**config.mk**
```make
export PLATFORM = sky130hd
export DESIGN_NAME = mips_execute_top
export DESIGN_NICKNAME = d
export VERILOG_FILES = /design/src/hw/mips_alu_pkg.sv /design/src/hw/alu_op_decoder.sv /design/src/hw/alu_stage.sv /design/src/hw/hilo_multiplier.sv /design/src/hw/writeback_stage.sv /design/src/hw/mips_execute_top.sv
export SDC_FILE = /design/constraint.sdc
export NUM_CORES = 2
export LEC_CHECK = 0
export ABC_AREA = 1
export BUFFER_PORTS_ARGS = -buffer_cell sky130_fd_sc_hd__buf_4
export CORE_MARGIN = 2
export CORE_UTILIZATION = 52
export DETAILED_ROUTE_END_ITERATION = 7
export PLACE_DENSITY = 0.74
export SYNTH_ARGS = -nofsm -noshare
export SYNTH_HDL_FRONTEND = slang
export SYNTH_SLANG_ARGS = --single-unit
```
**constraint.sdc**
```tcl
create_clock -name clk -period 10.57 [get_ports clk]
set_input_delay 0.5285 -clock clk [delete_from_list [all_inputs] [get_ports clk]]
set_output_delay 0.5285 -clock clk [all_outputs]
set_load 0.005 [all_outputs]
```
**src/hw/mips_alu_pkg.sv**
```systemverilog
package mips_alu_pkg;

	typedef logic [31:0] word_t;
	typedef logic [4:0]  shamt_t;
	typedef logic [5:0]  opcode_t;
	typedef logic [5:0]  funct_t;
	typedef logic [4:0]  regimm_t;

	// Codes follow the 5-bit ALU control word where one exists
	typedef enum logic [4:0] {
		OP_AND     = 5'b00000,
		OP_OR      = 5'b00001,
		OP_XOR     = 5'b00010,
		OP_ADDU    = 5'b00011,
		OP_SUBU    = 5'b00100,
		OP_SLTU    = 5'b00101,
		OP_SLT     = 5'b00110,
		OP_MULTU   = 5'b00111,
		OP_MULT    = 5'b01000,
		OP_SLL     = 5'b01001,
		OP_SLLV    = 5'b01010,
		OP_SRA     = 5'b01011,
		OP_SRL     = 5'b01100,
		OP_SRAV    = 5'b01101,
		OP_SRLV    = 5'b01110,
		OP_LUI     = 5'b01111,
		OP_MFHI    = 5'b10010,
		OP_MFLO    = 5'b10011,
		OP_BLTZ    = 5'b10100,
		OP_BGTZ    = 5'b10110,
		OP_BLEZ    = 5'b10111,
		OP_BNE     = 5'b11000,
		OP_NOR     = 5'b11001,
		OP_BEQ     = 5'b11010,
		OP_BGEZ    = 5'b11011,
		OP_ILLEGAL = 5'b11111
	} alu_op_t;

	localparam opcode_t OPC_SPECIAL = 6'h00;
	localparam opcode_t OPC_REGIMM  = 6'h01;
	localparam opcode_t OPC_BEQ     = 6'h04;
	localparam opcode_t OPC_BNE     = 6'h05;
	localparam opcode_t OPC_BLEZ    = 6'h06;
	localparam opcode_t OPC_BGTZ    = 6'h07;
	localparam opcode_t OPC_ADDIU   = 6'h09;
	localparam opcode_t OPC_SLTI    = 6'h0a;
	localparam opcode_t OPC_SLTIU   = 6'h0b;
	localparam opcode_t OPC_ANDI    = 6'h0c;
	localparam opcode_t OPC_ORI     = 6'h0d;
	localparam opcode_t OPC_XORI    = 6'h0e;
	localparam opcode_t OPC_LUI     = 6'h0f;

	localparam funct_t FN_SLL   = 6'h00;
	localparam funct_t FN_SRL   = 6'h02;
	localparam funct_t FN_SRA   = 6'h03;
	localparam funct_t FN_SLLV  = 6'h04;
	localparam funct_t FN_SRLV  = 6'h06;
	localparam funct_t FN_SRAV  = 6'h07;
	localparam funct_t FN_MFHI  = 6'h10;
	localparam funct_t FN_MFLO  = 6'h12;
	localparam funct_t FN_MULT  = 6'h18;
	localparam funct_t FN_MULTU = 6'h19;
	localparam funct_t FN_ADDU  = 6'h21;
	localparam funct_t FN_SUBU  = 6'h23;
	localparam funct_t FN_AND   = 6'h24;
	localparam funct_t FN_OR    = 6'h25;
	localparam funct_t FN_XOR   = 6'h26;
	localparam funct_t FN_NOR   = 6'h27;
	localparam funct_t FN_SLT   = 6'h2a;
	localparam funct_t FN_SLTU  = 6'h2b;

	localparam regimm_t RT_BLTZ = 5'h00;
	localparam regimm_t RT_BGEZ = 5'h01;

endpackage

```
**src/hw/alu_op_decoder.sv**
```systemverilog
`timescale 1ns/10ps

module alu_op_decoder (
	input  logic                  clk,
	input  logic                  reset,
	input  logic                  in_valid,
	input  mips_alu_pkg::word_t   instr,
	input  mips_alu_pkg::word_t   a,
	input  mips_alu_pkg::word_t   b,
	output logic                  d_valid,
	output mips_alu_pkg::alu_op_t d_op,
	output mips_alu_pkg::word_t   d_a,
	output mips_alu_pkg::word_t   d_b,
	output mips_alu_pkg::shamt_t  d_shamt
);

	mips_alu_pkg::opcode_t opcode;
	mips_alu_pkg::funct_t  funct;
	mips_alu_pkg::regimm_t rt;
	mips_alu_pkg::alu_op_t dec_op;

	assign opcode = instr[31:26];
	assign rt     = instr[20:16];
	assign funct  = instr[5:0];

	always_comb begin
		dec_op = mips_alu_pkg::OP_ILLEGAL;
		case (opcode)
			mips_alu_pkg::OPC_SPECIAL: begin
				case (funct)
					mips_alu_pkg::FN_SLL:   dec_op = mips_alu_pkg::OP_SLL;
					mips_alu_pkg::FN_SRL:   dec_op = mips_alu_pkg::OP_SRL;
					mips_alu_pkg::FN_SRA:   dec_op = mips_alu_pkg::OP_SRA;
					mips_alu_pkg::FN_SLLV:  dec_op = mips_alu_pkg::OP_SLLV;
					mips_alu_pkg::FN_SRLV:  dec_op = mips_alu_pkg::OP_SRLV;
					mips_alu_pkg::FN_SRAV:  dec_op = mips_alu_pkg::OP_SRAV;
					mips_alu_pkg::FN_MFHI:  dec_op = mips_alu_pkg::OP_MFHI;
					mips_alu_pkg::FN_MFLO:  dec_op = mips_alu_pkg::OP_MFLO;
					mips_alu_pkg::FN_MULT:  dec_op = mips_alu_pkg::OP_MULT;
					mips_alu_pkg::FN_MULTU: dec_op = mips_alu_pkg::OP_MULTU;
					mips_alu_pkg::FN_ADDU:  dec_op = mips_alu_pkg::OP_ADDU;
					mips_alu_pkg::FN_SUBU:  dec_op = mips_alu_pkg::OP_SUBU;
					mips_alu_pkg::FN_AND:   dec_op = mips_alu_pkg::OP_AND;
					mips_alu_pkg::FN_OR:    dec_op = mips_alu_pkg::OP_OR;
					mips_alu_pkg::FN_XOR:   dec_op = mips_alu_pkg::OP_XOR;
					mips_alu_pkg::FN_NOR:   dec_op = mips_alu_pkg::OP_NOR;
					mips_alu_pkg::FN_SLT:   dec_op = mips_alu_pkg::OP_SLT;
					mips_alu_pkg::FN_SLTU:  dec_op = mips_alu_pkg::OP_SLTU;
					default:                dec_op = mips_alu_pkg::OP_ILLEGAL;
				endcase
			end
			mips_alu_pkg::OPC_REGIMM: begin
				if (rt == mips_alu_pkg::RT_BLTZ)
					dec_op = mips_alu_pkg::OP_BLTZ;
				else if (rt == mips_alu_pkg::RT_BGEZ)
					dec_op = mips_alu_pkg::OP_BGEZ;
			end
			mips_alu_pkg::OPC_BEQ:   dec_op = mips_alu_pkg::OP_BEQ;
			mips_alu_pkg::OPC_BNE:   dec_op = mips_alu_pkg::OP_BNE;
			mips_alu_pkg::OPC_BLEZ:  dec_op = mips_alu_pkg::OP_BLEZ;
			mips_alu_pkg::OPC_BGTZ:  dec_op = mips_alu_pkg::OP_BGTZ;
			mips_alu_pkg::OPC_ADDIU: dec_op = mips_alu_pkg::OP_ADDU;	// Immediate already in b
			mips_alu_pkg::OPC_SLTI:  dec_op = mips_alu_pkg::OP_SLT;
			mips_alu_pkg::OPC_SLTIU: dec_op = mips_alu_pkg::OP_SLTU;
			mips_alu_pkg::OPC_ANDI:  dec_op = mips_alu_pkg::OP_AND;
			mips_alu_pkg::OPC_ORI:   dec_op = mips_alu_pkg::OP_OR;
			mips_alu_pkg::OPC_XORI:  dec_op = mips_alu_pkg::OP_XOR;
			mips_alu_pkg::OPC_LUI:   dec_op = mips_alu_pkg::OP_LUI;
			default:                 dec_op = mips_alu_pkg::OP_ILLEGAL;
		endcase
	end

	always_ff @(posedge clk) begin
		if (reset)
			d_valid <= 1'b0;
		else
			d_valid <= in_valid;
	end

	always_ff @(posedge clk) begin
		d_op    <= dec_op;
		d_a     <= a;
		d_b     <= b;
		d_shamt <= instr[10:6];	// Fixed shift amount field
	end

endmodule

```
**src/hw/alu_stage.sv**
```systemverilog
`timescale 1ns/10ps

module alu_stage (
	input  logic                  clk,
	input  logic                  reset,
	input  logic                  d_valid,
	input  mips_alu_pkg::alu_op_t d_op,
	input  mips_alu_pkg::word_t   d_a,
	input  mips_alu_pkg::word_t   d_b,
	input  mips_alu_pkg::shamt_t  d_shamt,
	output logic                  x_valid,
	output mips_alu_pkg::alu_op_t x_op,
	output mips_alu_pkg::word_t   x_result,
	output logic                  x_branch_taken
);

	mips_alu_pkg::word_t   alu_res;
	logic                  branch;
	mips_alu_pkg::shamt_t  var_sh;

	logic                  s1_valid;
	mips_alu_pkg::alu_op_t s1_op;
	mips_alu_pkg::word_t   s1_result;
	logic                  s1_branch;

	assign var_sh = d_a[4:0];	// Variable shifts take rs[4:0]

	always_comb begin
		alu_res = '0;
		branch  = 1'b0;
		case (d_op)
			mips_alu_pkg::OP_AND:  alu_res = d_a & d_b;
			mips_alu_pkg::OP_OR:   alu_res = d_a | d_b;
			mips_alu_pkg::OP_XOR:  alu_res = d_a ^ d_b;
			mips_alu_pkg::OP_NOR:  alu_res = ~(d_a | d_b);
			mips_alu_pkg::OP_ADDU: alu_res = d_a + d_b;
			mips_alu_pkg::OP_SUBU: alu_res = d_a - d_b;
			mips_alu_pkg::OP_SLT:  alu_res = {31'b0, $signed(d_a) < $signed(d_b)};
			mips_alu_pkg::OP_SLTU: alu_res = {31'b0, d_a < d_b};
			mips_alu_pkg::OP_SLL:  alu_res = d_b << d_shamt;
			mips_alu_pkg::OP_SRL:  alu_res = d_b >> d_shamt;
			mips_alu_pkg::OP_SRA:  alu_res = $signed(d_b) >>> d_shamt;	// Sign bits fill in
			mips_alu_pkg::OP_SLLV: alu_res = d_b << var_sh;
			mips_alu_pkg::OP_SRLV: alu_res = d_b >> var_sh;
			mips_alu_pkg::OP_SRAV: alu_res = $signed(d_b) >>> var_sh;
			mips_alu_pkg::OP_LUI:  alu_res = d_b << 16;
			mips_alu_pkg::OP_BEQ:  branch = (d_a == d_b);
			mips_alu_pkg::OP_BNE:  branch = (d_a != d_b);
			mips_alu_pkg::OP_BLTZ: branch = $signed(d_a) < 0;
			mips_alu_pkg::OP_BGEZ: branch = $signed(d_a) >= 0;
			mips_alu_pkg::OP_BLEZ: branch = $signed(d_a) <= 0;
			mips_alu_pkg::OP_BGTZ: branch = $signed(d_a) > 0;
			default: begin
				alu_res = '0;	// Multiply, move from HI/LO, illegal
				branch  = 1'b0;
			end
		endcase
	end

	always_ff @(posedge clk) begin
		if (reset) begin
			s1_valid <= 1'b0;
			x_valid  <= 1'b0;
		end else begin
			s1_valid <= d_valid;
			x_valid  <= s1_valid;
		end
	end

	// Second register only delays to line up with the multiplier
	always_ff @(posedge clk) begin
		s1_op          <= d_op;
		s1_result      <= alu_res;
		s1_branch      <= branch;
		x_op           <= s1_op;
		x_result       <= s1_result;
		x_branch_taken <= s1_branch;
	end

endmodule

```
**src/hw/hilo_multiplier.sv**
```systemverilog
`timescale 1ns/10ps

module hilo_multiplier (
	input  logic                  clk,
	input  logic                  reset,
	input  logic                  d_valid,
	input  mips_alu_pkg::alu_op_t d_op,
	input  mips_alu_pkg::word_t   d_a,
	input  mips_alu_pkg::word_t   d_b,
	output mips_alu_pkg::word_t   m_result
);

	logic                  is_signed;
	logic                  is_mul;
	mips_alu_pkg::word_t   mag_a;
	mips_alu_pkg::word_t   mag_b;
	logic [63:0]           mag_prod;

	logic [63:0]           p1_prod;
	logic                  p1_neg;
	logic                  p1_mul;
	mips_alu_pkg::alu_op_t p1_op;

	mips_alu_pkg::word_t   hi;
	mips_alu_pkg::word_t   lo;

	assign is_signed = (d_op == mips_alu_pkg::OP_MULT);
	assign is_mul    = is_signed || (d_op == mips_alu_pkg::OP_MULTU);

	// Work on magnitudes and fix the sign afterwards
	assign mag_a    = (is_signed && d_a[31]) ? (~d_a + 32'd1) : d_a;
	assign mag_b    = (is_signed && d_b[31]) ? (~d_b + 32'd1) : d_b;
	assign mag_prod = {32'b0, mag_a} * {32'b0, mag_b};

	always_ff @(posedge clk) begin
		if (reset)
			p1_mul <= 1'b0;
		else
			p1_mul <= d_valid && is_mul;
	end

	always_ff @(posedge clk) begin
		p1_prod <= mag_prod;
		p1_neg  <= is_signed && (d_a[31] ^ d_b[31]);
		p1_op   <= d_op;
	end

	always_ff @(posedge clk) begin
		if (reset) begin
			hi <= '0;
			lo <= '0;
		end else if (p1_mul) begin
			if (p1_neg)
				{hi, lo} <= ~p1_prod + 64'd1;	// Two's complement of the product
			else
				{hi, lo} <= p1_prod;
		end
	end

	// Earlier multiply has already landed in HI/LO here
	always_ff @(posedge clk) begin
		if (p1_op == mips_alu_pkg::OP_MFHI)
			m_result <= hi;
		else
			m_result <= lo;
	end

endmodule

```
**src/hw/writeback_stage.sv**
```systemverilog
`timescale 1ns/10ps

module writeback_stage (
	input  logic                  clk,
	input  logic                  reset,
	input  logic                  x_valid,
	input  mips_alu_pkg::alu_op_t x_op,
	input  mips_alu_pkg::word_t   x_result,
	input  logic                  x_branch_taken,
	input  mips_alu_pkg::word_t   m_result,
	output logic                  out_valid,
	output mips_alu_pkg::word_t   result,
	output logic                  zero,
	output logic                  branch_taken,
	output logic                  reg_write,
	output logic                  illegal
);

	mips_alu_pkg::word_t sel_result;
	logic                writes;

	assign sel_result = (x_op == mips_alu_pkg::OP_MFHI || x_op == mips_alu_pkg::OP_MFLO) ?
		m_result : x_result;

	always_comb begin
		case (x_op)
			mips_alu_pkg::OP_BEQ, mips_alu_pkg::OP_BNE,
			mips_alu_pkg::OP_BLTZ, mips_alu_pkg::OP_BGEZ,
			mips_alu_pkg::OP_BLEZ, mips_alu_pkg::OP_BGTZ: writes = 1'b0;
			mips_alu_pkg::OP_MULT, mips_alu_pkg::OP_MULTU: writes = 1'b0;	// Only HI/LO change
			mips_alu_pkg::OP_ILLEGAL: writes = 1'b0;
			default: writes = 1'b1;
		endcase
	end

	always_ff @(posedge clk) begin
		if (reset) begin
			out_valid    <= 1'b0;
			branch_taken <= 1'b0;
			reg_write    <= 1'b0;
			illegal      <= 1'b0;
		end else begin
			out_valid    <= x_valid;
			branch_taken <= x_valid && x_branch_taken;
			reg_write    <= x_valid && writes;
			illegal      <= x_valid && (x_op == mips_alu_pkg::OP_ILLEGAL);
		end
	end

	always_ff @(posedge clk) begin
		result <= x_valid ? sel_result : '0;
		zero   <= x_valid && (sel_result == '0);
	end

endmodule

```
**src/hw/mips_execute_top.sv**
```systemverilog
`timescale 1ns/10ps

module mips_execute_top (
	input  logic                clk,
	input  logic                reset,
	input  logic                in_valid,
	input  mips_alu_pkg::word_t instr,
	input  mips_alu_pkg::word_t a,
	input  mips_alu_pkg::word_t b,
	output logic                out_valid,
	output mips_alu_pkg::word_t result,
	output logic                zero,
	output logic                branch_taken,
	output logic                reg_write,
	output logic                illegal
);

	logic                  d_valid;
	mips_alu_pkg::alu_op_t d_op;
	mips_alu_pkg::word_t   d_a;
	mips_alu_pkg::word_t   d_b;
	mips_alu_pkg::shamt_t  d_shamt;

	logic                  x_valid;
	mips_alu_pkg::alu_op_t x_op;
	mips_alu_pkg::word_t   x_result;
	logic                  x_branch_taken;
	mips_alu_pkg::word_t   m_result;

	alu_op_decoder u_decoder (
		.clk      (clk),
		.reset    (reset),
		.in_valid (in_valid),
		.instr    (instr),
		.a        (a),
		.b        (b),
		.d_valid  (d_valid),
		.d_op     (d_op),
		.d_a      (d_a),
		.d_b      (d_b),
		.d_shamt  (d_shamt)
	);

	alu_stage u_alu (
		.clk            (clk),
		.reset          (reset),
		.d_valid        (d_valid),
		.d_op           (d_op),
		.d_a            (d_a),
		.d_b            (d_b),
		.d_shamt        (d_shamt),
		.x_valid        (x_valid),
		.x_op           (x_op),
		.x_result       (x_result),
		.x_branch_taken (x_branch_taken)
	);

	hilo_multiplier u_mult (
		.clk      (clk),
		.reset    (reset),
		.d_valid  (d_valid),
		.d_op     (d_op),
		.d_a      (d_a),
		.d_b      (d_b),
		.m_result (m_result)
	);

	writeback_stage u_writeback (
		.clk            (clk),
		.reset          (reset),
		.x_valid        (x_valid),
		.x_op           (x_op),
		.x_result       (x_result),
		.x_branch_taken (x_branch_taken),
		.m_result       (m_result),
		.out_valid      (out_valid),
		.result         (result),
		.zero           (zero),
		.branch_taken   (branch_taken),
		.reg_write      (reg_write),
		.illegal        (illegal)
	);

endmodule

```
# [After elaboration in Yosys (flattened, before gate mapping)]
# Memory sizes are Yosys's and may differ from the RTL's. A register that Yosys moved wholly into a read port is not among the register bits.
# Cells that the tools add are included.
[totals] in_bits=99 romBits=352 memories=2 elab_cells=119 output_inout_bits=37 register_bits=352
[mem_list] memory="(no name shown)" depth=64 word_bits=5 read_ports=1 rd_clocked_by_memory_dff=0 wr=0 line="alu_op_decoder.sv:30" text="case (funct)"
[mem_list] memory="(no name shown)" depth=32 word_bits=1 read_ports=1 rd_clocked_by_memory_dff=1 wr=0 line="writeback_stage.sv:26" text="case (x_op)"
[classes] order_cmp=6 n_shift=6 add_sub_neg=5 n_eq_ne=41 bitwise=8 n_reduce_logical=14 multipliers=1 muxes=11
[op_table] operator="$pmux W32 S15" count=1
[op_table] operator="$mux W32" count=6
[op_table] operator="$not A32 Y32" count=3
[op_table] operator="$pmux W5 S13" count=1
[op_table] operator="$add A32 B1 Y32 const B" count=2
[op_table] operator="$add A64 B1 Y64 const B" count=1
[op_table] operator="$lt A32 B32 Y1" count=2
[op_table] operator="$mul A32 B32 Y64" count=1
[op_table] operator="$not A64 Y64" count=1
[op_table] operator="$shl A32 B5 Y32" count=2
[op_table] operator="$shr A32 B5 Y32" count=2
[op_table] operator="$sshr A32 B5 Y32" count=2
[op_table] operator="$eq A5 B5 Y1 const B" count=11
[op_table] operator="$eq A6 B4 Y1 const B" count=7
[op_table] operator="$eq A5 B4 Y1 const B" count=8
[op_table] operator="$add A32 B32 Y32" count=1
[op_table] operator="$and A32 B32 Y32" count=1
[op_table] operator="$eq A32 B32 Y1" count=1
[op_table] operator="$ge A32 B1 Y1 const B" count=1
[op_table] operator="$gt A32 B1 Y1 const B" count=1
[op_table] operator="$le A32 B1 Y1 const B" count=1
[op_table] operator="$logic_not A32 Y1" count=1
[op_table] operator="$lt A32 B1 Y1 const B" count=1
[op_table] operator="$ne A32 B32 Y1" count=1
[op_table] operator="16 further kinds" count=33

# [Logic depth before layout (Yosys ltp)]
[logic_depth] word_depth=5 ltp_mapped=43 mapped_depth_nobuf=40

# [Cells and area by module]
# A second synthesis with hierarchy kept.
[hier_totals] cells_unflattened=8771 hier_area_um2=60469.2
[by_module_without_submodules] mod="hilo_multiplier" n_inst=1 area_each_um2=43500.5 cells_per_inst=5878 seq_area_each_um2=3343.2
[by_module_without_submodules] mod="alu_stage" n_inst=1 area_each_um2=13228.9 cells_per_inst=2448 seq_area_each_um2=1561.5
[by_module_without_submodules] mod="alu_op_decoder" n_inst=1 area_each_um2=2158.3 cells_per_inst=216 seq_area_each_um2=1501.4
[by_module_without_submodules] mod="writeback_stage" n_inst=1 area_each_um2=1581.5 cells_per_inst=229 seq_area_each_um2=740.7

# [Worst setup path before layout]
# Ideal clock, no wire load.
[synth_timing] path_kind="register to register" from="register u_decoder.d_b[0]" to="register u_mult.p1_prod[61]" arrival_ps=8146 path_stages_with_launch=37 period_less_slack_ps=8258 setup_ps=112 setup_slack_ps=2312 path_buffers=3 required_ps=10458 cell_sequence="dfxtp_1 buf_2 inv_1 clkbuf_1 ha_1 inv_1 nor3_1 inv_1 nor2_4 nand4_2 or2_1 o31ai_4 xor2_2 buf_4 nor2_1 fa_1 inv_1 fa_1 inv_1 fa_1 inv_1 fa_1 inv_1 fa_1 fa_1 fa_1 fa_1 ha_1 nand2_1 nor2_1 inv_1 nor2_1 inv_1 o21ai_0 nand3_1 nand3_1 nand2_1"
[synth_via] elab_chain_cells=4
[synth_rtl] element="start, declared" line="alu_op_decoder.sv:13" text="output mips_alu_pkg::word_t d_b,"
[synth_rtl] element="start signal, assigned" line="alu_op_decoder.sv:83" text="d_b <= b;"
[synth_rtl] element="$not A32 Y32" line="hilo_multiplier.sv:32" text="assign mag_b = (is_signed && d_b[31]) ? (~d_b + 32'd1) : d_b;"
[synth_rtl] element="$add A32 B1 Y32" line="hilo_multiplier.sv:32"
[synth_rtl] element="$mux W32 (*)" line="hilo_multiplier.sv:32"
[synth_rtl] element="$mul A32 B32 Y64 (*)" line="hilo_multiplier.sv:33" text="assign mag_prod = {32'b0, mag_a} * {32'b0, mag_b};"
[synth_rtl] element="via u_mult.mag_prod[61]" line="hilo_multiplier.sv:17" text="logic [63:0] mag_prod;"
[synth_rtl] element="end signal, assigned" line="hilo_multiplier.sv:43" text="p1_prod <= mag_prod;"
[synth_rtl] element="end, declared" line="hilo_multiplier.sv:19" text="logic [63:0] p1_prod;"
# Mark *: on every way through the listed nets, which the timed path passes. The rest lies on a longest branch.
# A chain may end at the register's enable or synchronous reset.

# [Final worst setup path]
[layout_timing] from="register u_decoder.d_a[31]" to="register u_mult.p1_prod[61]"
[layout_via] elab_chain_cells=4 word_cells_on_any_way=5 classes_between="add/sub: 1; mul: 1; mux: 1; bitwise: 1; reduce/logical: 1"
[layout_rtl] element="start, declared" line="alu_op_decoder.sv:12" text="output mips_alu_pkg::word_t d_a,"
[layout_rtl] element="start signal, assigned" line="alu_op_decoder.sv:82" text="d_a <= a;"
[layout_rtl] element="$not A32 Y32" line="hilo_multiplier.sv:31" text="assign mag_a = (is_signed && d_a[31]) ? (~d_a + 32'd1) : d_a;"
[layout_rtl] element="$add A32 B1 Y32" line="hilo_multiplier.sv:31"
[layout_rtl] element="$mux W32 (*)" line="hilo_multiplier.sv:31"
[layout_rtl] element="$mul A32 B32 Y64 (*)" line="hilo_multiplier.sv:33"
[layout_rtl] element="via u_mult.mag_prod[61]" line="hilo_multiplier.sv:17"
# Marks and branches as above.

==> metrics.cfg <==
[yosys]
async_flop_share_pct=0
synth_top_area_share_pct=30.9
synth_area_leaders=fa_1, dfxtp_1, nand2_1
ys_top_cells_by_count=nand2_1, inv_1, nor2_1
synth_top_area_cell=fa_1
yosysWarnings=0
postSynthCellCount=8050
syn_nets=9415
synth_flop_cell=dfxtp_1
yosysMostFrequentCell=nand2_1
syn_area_per_cell_um2=7.22
yosysUniqueCellTypes=64
yosysSeqAreaShare_pct=12.2
synth-seq-cells=353
synth-edff-count=0
syn-cell-area_um2=58100

[grt]
grt_max_degree=79
grt_usage_pct=45.2
gr-total-overflow=0
grt_pass1_vias=56200
grt_pass1_wl_um=376000
antenna_found_initial=25

[sta]
drv_slew=0
hold_violations=0
grt_setup_unrepaired=false
setup_viol=0
clock_skew_ns=0.0245
relSlewSlack_pct=13.3
tightest_slew_ns=1.29
period_needed_ns=10.09
fin_crit_sh_pct=95.4
fin_setup_tns_ns=0
fmax_mhz=99.1

[routing]
vias_per_cell=5.98
routed-wl-met3_um=41100
num_vias=57400
highest_layer=met5
ant_nets=0
wl_per_cell_um=27.3
drcViolationCount=0
first_iter_violations=7685
wl_met2_um=103000
drt-met1-wl_um=100000
drt_first_pass_iters=8
wirelength_um=262000

[final_layout]
regArea_um2=7070
final_nets=9441
fin_area_um2=62300
drive_gt1_share_pct=6.12
areaGrowthSynthToFinish_pct=7.14
multi_input_area_um2=43900
nFillCells=10800

[place]
hpwl_um=208000
placed_cell_area_um2=61100
gp_congestion=1.15
io_buffers=125

[critical_path]
end_kind=register
critPathTopFamily=adder cells
path_common_cell=fa_1
cp.required_ns=11.04
worstPathMaxFanout=23
slowest_delay_ns=0.93
path_buf_inv=7
crit_path_top_delay_cell=dfxtp_1
cp-start-kind=register
reg2reg_slack_ns=0.48
cp.arrival_ns=10.55
worst-setup-path-type=reg -> reg

[job]
maxCapViolations=0

[clock_network]
clock_path_buffers=3
clk_pin_slew_worst_paths_ns=0.06
numCtsBuffers=37
cts_hold_buf=0
cts_max_level=2
clock_latency_ns=0.59
ctsRootBufferMaster=clkbuf_16
clock-sinks=353
postCtsSetupBuffers=0
cts_tree=built
cts_resized=0

[floorplanning]
die_area_um2=114000
die_x_um=338
row_count=122
pin_count=136
fp.coreArea_um2=111000
die_h_um=338
start_util_pct=52.5

[outcome]
status=completed

[hold_path]
hp-class=in -> reg

-- routing by layer --
metal	track usage [%]	vias up
li1	-	24900
met4	22.7	20
met5	0	-
met3	19.2	836
met1	59.0	27700
met2	64.0	4010
-- layout by cell type (no fill, tap or decap), types with 10 or more instances in the layout --
cell	instances
nand2_1	1711
inv_1	1485
nor2_1	956
fa_1	898
nand3_1	655
ha_1	368
dfxtp_1	351
buf_4	325
o21ai_0	286
a21oi_1	258
nand4_1	103
o211ai_1	85
xor2_1	81
nor3_1	59
clkbuf_16	37
mux2i_1	32
clkinv_1	30
o221ai_1	28
inv_2	23
xnor2_1	23
nor2_2	21
nor4_1	21
o21bai_1	21
a31oi_1	20
a21o_1	20
xor2_2	15
a211oi_1	14
o21ai_2	13
o21a_1	12
a221oi_1	11
diode_2	10
o21ai_1	10
nand3b_1	10
-- per-stage QoR --
step           cells  hold slack [ns]  utilization [%]  setup WS (ns)
2_1_floorplan   8050            0.310                -           2.31
3_3_place_gp    9525            0.310             55.1          0.959
3_5_place_dp    9525            0.312             55.1          0.903
4_1_cts         9588           0.0130             56.2          0.866
5_1_grt         9591           0.0156             56.2          0.135
6_report        9598           0.0397             56.2          0.483
-- cells by family (layout without fill, tap and decap cells) --
logic type | count (synthesis) | count (layout) | synth area share, %
compound gates | 820 | 820 | 8.33
xor+xnor | 120 | 120 | 1.96
fa+ha+maj | 1266 | 1266 | 38.8
buf+inv | 1877 | 1927 | 12.4
flops | 353 | 353 | 12.2
mux | 41 | 41 | 0.725
other cells | 0 | 10 | 0
simple gates | 3573 | 3573 | 25.6
-- sequential cells by signal, indices dropped and copies added, names as in the netlist, 5 cells and up --
signal and cells:
u_mult.p1_prod 64, u_alu.s1_result 32, u_alu.x_result 32, u_decoder.d_a 32, u_decoder.d_b 32, u_mult.hi 32
u_mult.lo 32, u_mult.m_result 32, u_writeback.result 32, u_alu.x_op 5, u_decoder.d_op 5, u_decoder.d_shamt 5
u_mult.p1_op 5
-- path summary, 6_finish.rpt --
path	startpoint	to	cells past startpoint
max	u_decoder.d_a[31]	u_mult.p1_prod[61]	27
min	b[31]	u_decoder.d_b[31]	1
min reg2reg	u_alu.s1_result[10]	u_alu.x_result[10]	0
max reg2reg	u_decoder.d_a[31]	u_mult.p1_prod[61]	27
-- area by class of cell --
type / instances / share of cell area (%)
clock buffers: 46 / 1.59
diodes: 10 / 0.0402
repair buffers: 326 / 3.95
multi-input cells: 5820 / 70.5
inverters: 1538 / 9.27
clock inverters: 17 / 0.263
well taps: 1488 / 2.99
flip-flops and latches: 353 / 11.4
Power is not shown: default switching activity piles up to over one toggle a cycle in this logic, so the estimate is an artifact.
